## src/verilog/resize_dma_pkg.sv

```systemverilog
// shared types for the resize command front end; sizes are stored minus one, strides limit lengths to 16 bits
package resize_dma_pkg;

	// fraction bits of scale_y and of the row accumulator
	localparam int SCALE_FRAC_BITS = 8;
	// integer row part plus fraction
	localparam int ROW_ACC_WIDTH = 16 + SCALE_FRAC_BITS;

	// bilinear resize request, 216 bits, msb first
	typedef struct packed
	{
		logic [5:0]  reserved;
		logic [1:0]  chn_sub1;   // channels - 1, passed through only
		logic [15:0] src_w_sub1;
		logic [15:0] src_h_sub1; // clamp limit for i1
		logic [15:0] dst_w_sub1;
		logic [15:0] dst_h_sub1; // last destination row
		logic [15:0] scale_x;    // src_w / dst_w, unsigned fixed point
		logic [15:0] scale_y;    // src_h / dst_h, SCALE_FRAC_BITS fraction
		logic [15:0] src_stride; // bytes per source row
		logic [15:0] dst_stride; // bytes per result row, write length
		logic [15:0] res_stride; // row pitch of the result buffer
		logic [31:0] src_base;
		logic [31:0] res_base;
	} resize_req_t;

	// dma command, incrementing burst only
	typedef struct packed
	{
		logic [23:0] len;  // bytes to move
		logic [31:0] addr; // first byte
	} dma_cmd_t;

	// request controller sequencing
	typedef enum logic [1:0]
	{
		ctrl_idle,  // waiting for a request
		ctrl_start, // one cycle, kicks both generators
		ctrl_busy,  // until both finished flags set
		ctrl_done   // one cycle, clears the flags
	} ctrl_state_e;

endpackage

```

## src/verilog/resize_dma_cmd_top.sv

```systemverilog
// command front end of the resize accelerator; dma engines and interpolation sit outside, all streams valid/ready
module resize_dma_cmd_top (
	input  logic                        clk,
	input  logic                        resetn,
	input  resize_dma_pkg::resize_req_t s_req,
	input  logic                        s_req_valid,
	output logic                        s_req_ready,
	output resize_dma_pkg::resize_req_t m_req,
	output logic                        m_req_valid,
	input  logic                        m_req_ready,
	output resize_dma_pkg::dma_cmd_t    m_rd_cmd,
	output logic                        m_rd_cmd_valid,
	input  logic                        m_rd_cmd_ready,
	output resize_dma_pkg::dma_cmd_t    m_wr_cmd,
	output logic                        m_wr_cmd_valid,
	input  logic                        m_wr_cmd_ready
);
	import resize_dma_pkg::*;

	resize_req_t cfg;      // latched request
	logic        start;    // one-cycle kick
	logic        fin_clr;  // high in ctrl_done
	logic        fetch_fin;
	logic        store_fin;

	resize_req_ctrl u_ctrl (
		.clk         (clk),
		.resetn      (resetn),
		.s_req       (s_req),
		.s_req_valid (s_req_valid),
		.s_req_ready (s_req_ready),
		.m_req       (m_req),
		.m_req_valid (m_req_valid),
		.m_req_ready (m_req_ready),
		.cfg         (cfg),
		.start       (start),
		.fetch_fin   (fetch_fin),
		.store_fin   (store_fin),
		.fin_clr     (fin_clr)
	);

	// source-row reads, three-stage pipe
	row_fetch_cmd_gen u_fetch (
		.clk            (clk),
		.resetn         (resetn),
		.cfg            (cfg),
		.start          (start),
		.fin_clr        (fin_clr),
		.m_rd_cmd       (m_rd_cmd),
		.m_rd_cmd_valid (m_rd_cmd_valid),
		.m_rd_cmd_ready (m_rd_cmd_ready),
		.fetch_fin      (fetch_fin)
	);

	// result-row writes
	row_store_cmd_gen u_store (
		.clk            (clk),
		.resetn         (resetn),
		.cfg            (cfg),
		.start          (start),
		.fin_clr        (fin_clr),
		.m_wr_cmd       (m_wr_cmd),
		.m_wr_cmd_valid (m_wr_cmd_valid),
		.m_wr_cmd_ready (m_wr_cmd_ready),
		.store_fin      (store_fin)
	);

endmodule

```

## src/verilog/resize_req_ctrl.sv

```systemverilog
// one request in flight; forward queue is two registers deep and s_req_ready stays low one cycle past reset
module resize_req_ctrl (
	input  logic                        clk,
	input  logic                        resetn,
	input  resize_dma_pkg::resize_req_t s_req,
	input  logic                        s_req_valid,
	output logic                        s_req_ready,
	output resize_dma_pkg::resize_req_t m_req,
	output logic                        m_req_valid,
	input  logic                        m_req_ready,
	output resize_dma_pkg::resize_req_t cfg,
	output logic                        start,
	input  logic                        fetch_fin,
	input  logic                        store_fin,
	output logic                        fin_clr
);
	import resize_dma_pkg::*;

	ctrl_state_e state;
	resize_req_t q_mem [0:1]; // forwarded copies for the interpolation engine
	logic        q_wr_ptr;
	logic        q_rd_ptr;
	logic [1:0]  q_cnt;      // 0..2 entries
	logic [1:0]  q_cnt_nxt;
	logic        q_space;    // registered not-full
	logic        q_wen;
	logic        q_ren;

	// accept only when idle and the copy has somewhere to go
	assign s_req_ready = (state == ctrl_idle) && q_space;
	assign q_wen       = s_req_valid && s_req_ready; // same cycle as acceptance
	assign q_ren       = m_req_valid && m_req_ready;

	assign m_req_valid = q_cnt != 2'd0; // registered count, so one cycle after first write
	assign m_req       = q_mem[q_rd_ptr];
	assign q_cnt_nxt   = q_cnt + {1'b0, q_wen} - {1'b0, q_ren};

	assign start   = state == ctrl_start;
	assign fin_clr = state == ctrl_done; // drop both finished flags

	always_ff @(posedge clk or negedge resetn)
	begin
		if (!resetn)
		begin
			q_wr_ptr <= 1'b0;
			q_rd_ptr <= 1'b0;
			q_cnt    <= 2'd0;
			q_space  <= 1'b0; // held off until the first clock after reset
		end
		else
		begin
			if (q_wen)
				q_wr_ptr <= !q_wr_ptr;
			if (q_ren)
				q_rd_ptr <= !q_rd_ptr;
			q_cnt   <= q_cnt_nxt;
			q_space <= q_cnt_nxt != 2'd2;
		end
	end

	// queue storage
	always_ff @(posedge clk)
	begin
		if (q_wen)
			q_mem[q_wr_ptr] <= s_req;
	end

	// parameters for the generators, stable from start to done
	always_ff @(posedge clk)
	begin
		if (q_wen)
			cfg <= s_req;
	end

	// idle -> start -> busy -> done -> idle
	always_ff @(posedge clk or negedge resetn)
	begin
		if (!resetn)
			state <= ctrl_idle;
		else
		begin
			case (state)
				ctrl_idle:
					if (q_wen)
						state <= ctrl_start;
				ctrl_start:
					state <= ctrl_busy;
				ctrl_busy:
					if (fetch_fin && store_fin) // both generators drained
						state <= ctrl_done;
				default:
					state <= ctrl_idle; // ctrl_done lasts one cycle
			endcase
		end
	end

endmodule

```

## src/verilog/row_fetch_cmd_gen.sv

```systemverilog
// two source-row reads per destination row; cfg must stay stable until fin_clr, row offsets wrap at 32 bits
module row_fetch_cmd_gen (
	input  logic                        clk,
	input  logic                        resetn,
	input  resize_dma_pkg::resize_req_t cfg,
	input  logic                        start,
	input  logic                        fin_clr,
	output resize_dma_pkg::dma_cmd_t    m_rd_cmd,
	output logic                        m_rd_cmd_valid,
	input  logic                        m_rd_cmd_ready,
	output logic                        fetch_fin
);
	import resize_dma_pkg::*;

	// stage 0, row selection
	logic                     s0_valid;
	logic                     s0_ready;
	logic                     s0_fire;
	logic                     sel_i1;   // 0 -> row i, 1 -> row i1
	logic [15:0]              dst_row;  // destination row d
	logic [ROW_ACC_WIDTH-1:0] row_acc;  // d * scale_y
	logic [15:0]              row_i;
	logic [15:0]              row_i1;   // captured while i goes out
	logic [15:0]              s0_row;
	logic [31:0]              s0_ofs;
	logic                     s0_last;  // i1 of the final row
	// stage 1, offset register
	logic                     s1_valid;
	logic                     s1_ready;
	logic [31:0]              s1_ofs;
	logic                     s1_last;
	// stage 2, output
	logic                     s2_valid;
	logic                     s2_last;
	dma_cmd_t                 s2_cmd;

	assign row_i   = row_acc[ROW_ACC_WIDTH-1:SCALE_FRAC_BITS]; // floor
	assign s0_row  = sel_i1 ? row_i1 : row_i;
	assign s0_ofs  = s0_row * cfg.src_stride; // 16 x 16 -> 32
	assign s0_last = sel_i1 && (dst_row == cfg.dst_h_sub1);

	// each stage moves when the next one is empty or moving
	assign s1_ready = !s2_valid || m_rd_cmd_ready;
	assign s0_ready = !s1_valid || s1_ready;
	assign s0_fire  = s0_valid && s0_ready;

	assign m_rd_cmd       = s2_cmd;
	assign m_rd_cmd_valid = s2_valid;

	always_ff @(posedge clk or negedge resetn)
	begin
		if (!resetn)
			s0_valid <= 1'b0;
		else if (start)
			s0_valid <= 1'b1;
		else if (s0_fire && s0_last) // all rows handed over
			s0_valid <= 1'b0;
	end

	// row counter, accumulator and i/i1 toggle
	always_ff @(posedge clk or negedge resetn)
	begin
		if (!resetn)
		begin
			sel_i1  <= 1'b0;
			dst_row <= 16'd0;
			row_acc <= '0;
		end
		else if (start)
		begin
			sel_i1  <= 1'b0;
			dst_row <= 16'd0;
			row_acc <= '0;
		end
		else if (s0_fire)
		begin
			sel_i1 <= !sel_i1;
			if (sel_i1) // pair done, next destination row
			begin
				dst_row <= dst_row + 16'd1;
				row_acc <= row_acc + ROW_ACC_WIDTH'(cfg.scale_y);
			end
		end
	end

	// i1 clamps at the last source row
	always_ff @(posedge clk)
	begin
		if (s0_fire && !sel_i1)
			row_i1 <= (row_i >= cfg.src_h_sub1) ? cfg.src_h_sub1 : row_i + 16'd1;
	end

	always_ff @(posedge clk or negedge resetn)
	begin
		if (!resetn)
		begin
			s1_valid <= 1'b0;
			s2_valid <= 1'b0;
		end
		else
		begin
			if (s0_ready)
				s1_valid <= s0_valid;
			if (s1_ready)
				s2_valid <= s1_valid;
		end
	end

	always_ff @(posedge clk)
	begin
		if (s0_fire)
		begin
			s1_ofs  <= s0_ofs;
			s1_last <= s0_last;
		end
		if (s1_valid && s1_ready) // base add in the last stage
		begin
			s2_cmd  <= '{len: 24'(cfg.src_stride), addr: cfg.src_base + s1_ofs};
			s2_last <= s1_last;
		end
	end

	// set once the final read has left the output stage
	always_ff @(posedge clk or negedge resetn)
	begin
		if (!resetn)
			fetch_fin <= 1'b0;
		else if (fin_clr)
			fetch_fin <= 1'b0;
		else if (s2_valid && m_rd_cmd_ready && s2_last)
			fetch_fin <= 1'b1;
	end

endmodule

```

## src/verilog/row_store_cmd_gen.sv

```systemverilog
// one result-row write per destination row; cfg must stay stable until fin_clr, addresses wrap at 32 bits
module row_store_cmd_gen (
	input  logic                        clk,
	input  logic                        resetn,
	input  resize_dma_pkg::resize_req_t cfg,
	input  logic                        start,
	input  logic                        fin_clr,
	output resize_dma_pkg::dma_cmd_t    m_wr_cmd,
	output logic                        m_wr_cmd_valid,
	input  logic                        m_wr_cmd_ready,
	output logic                        store_fin
);
	import resize_dma_pkg::*;

	logic [31:0] wr_addr;  // res_base + d * res_stride, kept as a running sum
	logic [15:0] dst_row;
	logic        wr_valid;
	logic        wr_fire;
	logic        wr_last;  // current row is dst_h_sub1

	assign wr_fire  = wr_valid && m_wr_cmd_ready;
	assign wr_last  = dst_row == cfg.dst_h_sub1;

	assign m_wr_cmd       = '{len: 24'(cfg.dst_stride), addr: wr_addr};
	assign m_wr_cmd_valid = wr_valid;

	always_ff @(posedge clk or negedge resetn)
	begin
		if (!resetn)
		begin
			wr_valid <= 1'b0;
			dst_row  <= 16'd0;
		end
		else if (start)
		begin
			wr_valid <= 1'b1; // first command one cycle after start
			dst_row  <= 16'd0;
		end
		else if (wr_fire)
		begin
			dst_row <= dst_row + 16'd1;
			if (wr_last)
				wr_valid <= 1'b0;
		end
	end

	// address advances one result row per transfer
	always_ff @(posedge clk)
	begin
		if (start)
			wr_addr <= cfg.res_base;
		else if (wr_fire)
			wr_addr <= wr_addr + 32'(cfg.res_stride);
	end

	always_ff @(posedge clk or negedge resetn)
	begin
		if (!resetn)
			store_fin <= 1'b0;
		else if (fin_clr)
			store_fin <= 1'b0;
		else if (wr_fire && wr_last) // last row gone
			store_fin <= 1'b1;
	end

endmodule
```

## config.mk

```make
export PLATFORM = sky130hd
export DESIGN_NAME = resize_dma_cmd_top
export DESIGN_NICKNAME = d
export VERILOG_FILES = /design/src/verilog/resize_dma_pkg.sv /design/src/verilog/resize_dma_cmd_top.sv /design/src/verilog/resize_req_ctrl.sv /design/src/verilog/row_fetch_cmd_gen.sv /design/src/verilog/row_store_cmd_gen.sv
export SDC_FILE = /design/constraint.sdc
export NUM_CORES = 1
export LEC_CHECK = 0
export ABC_AREA = 0
export BUFFER_PORTS_ARGS = -buffer_cell sky130_fd_sc_hd__buf_4
export CAP_MARGIN = 10
export CORE_ASPECT_RATIO = 0.9
export CORE_UTILIZATION = 59
export DETAILED_ROUTE_END_ITERATION = 10
export PLACE_DENSITY_LB_ADDON = 0.1
export SYNTH_ARGS = -nofsm -noshare
export SYNTH_HDL_FRONTEND = slang
export SYNTH_SLANG_ARGS = --single-unit
```

## constraint.sdc

```tcl
create_clock -name clk -period 13 [get_ports clk]
set_clock_uncertainty 0.15 [all_clocks]
set_input_delay 0 -clock clk [delete_from_list [all_inputs] [get_ports clk]]
set_output_delay 0 -clock clk [all_outputs]
set_load 0.05 [all_outputs]
```

# Word level (Yosys, flattened, before mapping)
# Memories as Yosys holds them, arrays and structs flattened.
# Index checks and enable logic that the tools add are counted.
# word_totals
reg_bits	360
latch_bits	0
ram_bits	432
romBits	0
input_bits	222
out_inout_bits	332
elab_cells	109
memories	1
# op_classes
addsub	8
n_mul	1
div_mod_pow	0
order_cmp	1
n_eq_ne	8
n_shift	0
n_mux	28
n_bitwise	0
n_reduce_logical	32
# memory_table
name	depth	word_bits	rd	rd_ports_with_merged_regs	write_ports	line_no	text
u_ctrl.q_mem	2	216	1	0	1	resize_req_ctrl.sv:20	resize_req_t q_mem [0:1];
# op_table
cell	count
two-way mux 16 bit	7
two-way mux 24 bit	3
two-way mux 32 bit	2
adder 16 x 1 -> 16 bit (second input constant)	3
adder 32 x 16 -> 32 bit	1
adder 32 bit	1
equality test 16 bit	2
multiplier 16 x 16 -> 32 bit	1
adder 24 x 16 -> 24 bit	1
>= comparator 16 bit	1
nonzero test 2 bit	8
logical AND 1 bit	13
two-way mux 1 bit	13
one-hot mux 2 bit (3 select lines)	1
AND reduction 2 bit	3
logical NOT 1 bit	5
equality test 2 bit (second input constant)	2
two-way mux 2 bit	2
inequality test 2 x 1 -> 1 bit (second input constant)	2
adder 2 x 1 -> 2 bit	1
equality test 2 x 1 -> 1 bit (second input constant)	1
logical NOT 2 bit	1
logical OR 1 bit	2
inequality test 2 bit (second input constant)	1
subtractor 2 x 1 -> 2 bit	1

# Longest topological paths before layout
# depth
ltp_word	7
ltp_mapped	24

# Modules after synthesis
# A second synthesis with hierarchy kept.
# unflattened
cells_unflattened	3159
hier_area_um2	43953.4
# by_module_without_submodules
mod	n_inst	cells_each	area_each_um2	seq_area_each_um2
resize_req_ctrl	1	923	22994.6	19633.8
row_fetch_cmd_gen	1	1819	17196.5	4068.9
row_store_cmd_gen	1	417	3762.4	1411.4

# Worst setup path after synthesis
# No wires, ideal clock.
# synth_path
kind	register -> register
from	register u_ctrl.state[0]
to	memory u_ctrl.q_mem[0][0] (netlist name) (enable)
setup_time_ns	0.797
t_arrival_ns	10.294
path_slack_ns	1.758
path_stages_with_launch	6
n_path_buf	0
cell_sequence	dfrtp_1 -> inv_1 -> ha_1 -> and2_1 -> nand2_1 -> nor2_1
# synth_between
elab_chain_len	5
# synth_lines
item	line_no	text
start: declaration	resize_req_ctrl.sv:19	ctrl_state_e state;
start signal: assignment	resize_req_ctrl.sv:79	state <= ctrl_idle;
start signal: assignment	resize_req_ctrl.sv:85	state <= ctrl_start;
start signal: assignment	resize_req_ctrl.sv:87	state <= ctrl_busy;
logical NOT 2 bit	resize_req_ctrl.sv:30	assign s_req_ready = (state == ctrl_idle) && q_space;
logical AND 1 bit	resize_req_ctrl.sv:30	
named net s_req_ready	resize_dma_cmd_top.sv:7	output logic s_req_ready,
logical AND 1 bit	resize_req_ctrl.sv:31	assign q_wen = s_req_valid && s_req_ready;
two-way mux 1 bit	resize_req_ctrl.sv:64	if (q_wen)
two-way mux 1 bit (not written as such)	resize_req_ctrl.sv:65	q_mem[q_wr_ptr] <= s_req;
end: declaration	resize_req_ctrl.sv:20	
# The timed path passes the listed nets, and every way through them passes these cells.

# Final worst setup path
# layout_path
from	register u_fetch.sel_i1
to	register u_fetch.s1_ofs[23], data pin
# layout_between
elab_chain_len	2
# layout_lines
item	line_no	text
start: declaration	row_fetch_cmd_gen.sv:19	logic sel_i1;
start signal: assignment	row_fetch_cmd_gen.sv:77	sel_i1 <= !sel_i1;
two-way mux 16 bit	row_fetch_cmd_gen.sv:38	assign s0_row = sel_i1 ? row_i1 : row_i;
multiplier 16 x 16 -> 32 bit	row_fetch_cmd_gen.sv:39	assign s0_ofs = s0_row * cfg.src_stride;
named net u_fetch.s0_ofs[23]	row_fetch_cmd_gen.sv:25	logic [31:0] s0_ofs;
end signal: assignment	row_fetch_cmd_gen.sv:113	s1_ofs <= s0_ofs;
end: declaration	row_fetch_cmd_gen.sv:30	logic [31:0] s1_ofs;
# The timed path passes the listed nets, and every way through them passes these cells.
# A chain may end at the register's enable or synchronous reset.

==> metrics <==
io pins=554; number of library cell types mapped by synthesis=71; register area share after synthesis=56.9%; Core Box Area=68800 um^2; Worst Tran Pin Value=1.19 ns; DPL Wire Length=67500 um; r2r worst-path depth=19; top_reg_cell synth=edfxtp_1; Vias/cell=5.60; Pre-antenna DRT Iters=8; ranking of synthesized cells by area=edfxtp_1 (53%), fa_1 (9.6%), mux2_2 (6.5%); crit path launch type=register; clock root cell=clkbuf_16; critical path class=reg2reg; Antenna Nets Post-Route=0; initial DRC count=2360; # rows=91; FF+latch count, synth=792; Die X=280 um; Post-Syn Area=41200 um^2; Slew Viols, Final=0; Skew-Pair Late Insertion Delay=0.66 ns; RSZ-0062 raised after global routing=false; HP Class=in2reg; Congestion Overflow GR=0; first-pass GRT wire length=169000 um; Total Routing Usage GR=31.1%; Post-Route WL=109000 um; Req. time, crit path=13.21 ns; Fin. Hold Viols=0; Yosys Warn Count=0; Critical path buffers and inverters=4; reg-to-reg critical path startpoint=u_fetch.sel_i1; most frequent CP cell=fa_1; Final GP Congestion=0.903; number of port buffers=537; number of enable flip-flop cells after synthesis=722; synthesized instance count=3004; WL/cell=21.9 um; Post-synth ARST share=8.84%; final critical-path required period=7.68 ns; Slowest cell on crit path=a2111oi_0; CTS Buf Count=81; CTS tree=done; WHS Endpoint=u_ctrl.q_mem[0][15]; Initial Utilization=59.9%; Total Nets Final=4584; TNS Setup=0 ns; fill count=3966; vias in the first global route=29800; number of remaining DRC errors=0; Arr. time, crit path=7.90 ns; status=completed; die area=70900 um^2; relative slew slack=20.7%; H-tree levels=3; largest net degree at the start of global routing=166; deepest clock path buffer count=3; hold path start=s_req[15]; Vias=27900; Fmax=130 MHz; slowest stage delay, CP=0.93 ns; clock sink total=792; Synth area leader=edfxtp_1; FF/Latch Area=23400 um^2; CP Capture Type=register; post-CTS sizing=0; worst-path fanout max=23; multi-input combinational cell area=16300 um^2; layout cells sized above 1=23.2%; worst path cell trace=mux2_2 -> and2_1 -> fa_1 -> inv_1 -> fa_1 -> fa_1 -> inv_1 -> fa_1 -> fa_1 -> inv_1 -> fa_1 -> inv_1 -> ha_1 -> a21o_1 -> a2111oi_0 -> o211ai_1 -> a31oi_1 -> o21ai_0 -> xor2_1; Avg Synthesized Cell Area=13.7 um^2; share of the synthesized area in the top cell type=52.6%; initial antenna violation count=3; R2R Setup Slk=5.32 ns; final setup fails=0; max cap viols=0; clk slew on worst S/H paths=0.06 ns; Crit path max-delay family=adder cells; WHS Path Cells=2; period utilization=59.1%; die height=253 um; worst reg2reg endpoint=u_fetch.s1_ofs[23]; Area Growth Syn to Fin=28.9%
==> worst reg2reg max path, cell delays in order, from the launching register on <==
cell,delay [ns]
dfrtp_1,0.87
mux2_2,0.57
and2_1,0.24
fa_1,0.53
inv_1,0.05
fa_1,0.46
fa_1,0.51
inv_1,0.05
fa_1,0.49
fa_1,0.49
inv_1,0.05
fa_1,0.50
inv_1,0.05
ha_1,0.35
a21o_1,0.21
a2111oi_0,0.93
o211ai_1,0.25
a31oi_1,0.33
o21ai_0,0.15
xor2_1,0.16
==> logic make-up after synthesis <==
| kind of cell | share of synthesized area [%] |
|---|---|
| buffers and inverters | 3.87 |
| AO/OA/AOI/OAI | 5.85 |
| AND/OR/NAND/NOR | 7.43 |
| other | 0.00911 |
| multiplexers | 6.90 |
| XOR/XNOR | 3.64 |
| flip-flops | 56.9 |
| adder cells (fa/ha/maj) | 15.4 |
==> metal layers <==
layer / vias up / wire (um) / GRT usage, %
met5: - / 0 / 0
met2: 1162 / 54800 / 53.6
met4: 0 / 3730 / 11.3
li1: 12500 / - / -
met1: 13900 / 43600 / 39.7
met3: 245 / 6790 / 5.05
==> state kept, by name (all words and copies together) (netlist names), 2 cells and up <==
name,cells
u_fetch.m_rd_cmd,48
u_store.wr_addr,32
u_fetch.row_acc,24
u_store.dst_row,16
u_fetch.s1_ofs,32
u_fetch.dst_row,16
u_fetch.row_i1,16
u_ctrl.q_mem,432
u_ctrl.cfg,160
u_ctrl.state,2
u_ctrl.q_cnt,2
==> repair_timing <==
action                                 CTS  global route
hold buffers                           439             0
setup buffers                            0             0
endpoints found under the hold margin  768             0
==> final cells by class <==
cell class,count,area share [%]
diodes,3,0.0141
clock buffers,97,4.01
clock inverters,53,0.879
inverters,269,1.91
multi-input cells,1835,30.6
flip-flops and latches,792,44.2
well taps,930,2.19
repair buffers,994,16.2
==> synth_stat cells (all sizes together) (14+ instances only) <==
| library cell | instances |
|---|---|
| o21bai | 15 |
| ha | 192 |
| a21o | 36 |
| xor2 | 73 |
| nand2b | 14 |
| buf | 35 |
| o21ai | 94 |
| a22o | 14 |
| a211oi | 20 |
| nand4 | 28 |
| clkbuf | 88 |
| nor2 | 94 |
| nand2 | 256 |
| edfxtp | 722 |
| and3 | 23 |
| nand3 | 40 |
| inv | 268 |
| a21oi | 93 |
| and2 | 127 |
| mux2i | 15 |
| o21a | 18 |
| xnor2 | 98 |
| fa | 197 |
| dfrtp | 70 |
| mux2 | 239 |
==> stage by stage <==
step                hold WS (ns)  utilization (%)  setup slack, ns  area, um^2  cells
floorplan                 -0.446                -             1.76       41200   3019
global placement          0.0146             67.0             5.46       46000   4380
detailed placement        0.0375             67.0             5.38       46000   4380
CTS                      0.00231             77.1             5.33       53100   4969
global route              0.0192             77.2             5.01       53100   4973
finish                    0.0401             77.2             5.32       53100   4973
==> worst max path at each step <==
stage,startpoint,to,slack (ns),cells past startpoint
after floorplan,u_ctrl.state[0],u_ctrl.q_mem[0][0],1.76,5
after global placement,u_fetch.sel_i1,u_fetch.s1_ofs[23],5.46,19
after detailed placement,u_fetch.sel_i1,u_fetch.s1_ofs[23],5.38,19
after CTS,u_fetch.sel_i1,u_fetch.s1_ofs[23],5.33,19
after global routing,u_fetch.sel_i1,u_fetch.s1_ofs[23],5.01,19
final,u_fetch.sel_i1,u_fetch.s1_ofs[23],5.32,19
==> placed cells by master, fill, tap and decap left out, types with 36 or more instances in the layout <==
| cell type | count |
|---|---|
| dfrtp_1 | 69 |
| mux2_2 | 239 |
| xor2_1 | 73 |
| a21o_1 | 36 |
| dlygate4sd3_1 | 438 |
| a21oi_1 | 92 |
| nand2_1 | 256 |
| edfxtp_1 | 722 |
| xnor2_1 | 98 |
| nand3_1 | 40 |
| and2_1 | 125 |
| nor2_1 | 93 |
| fa_1 | 197 |
| ha_1 | 191 |
| o21ai_0 | 91 |
| clkbuf_16 | 81 |
| buf_4 | 553 |
| inv_1 | 267 |
Power is left out: the tool's default activity adds up to more than one toggle a clock period on the data nets, which glitch-free logic cannot reach.
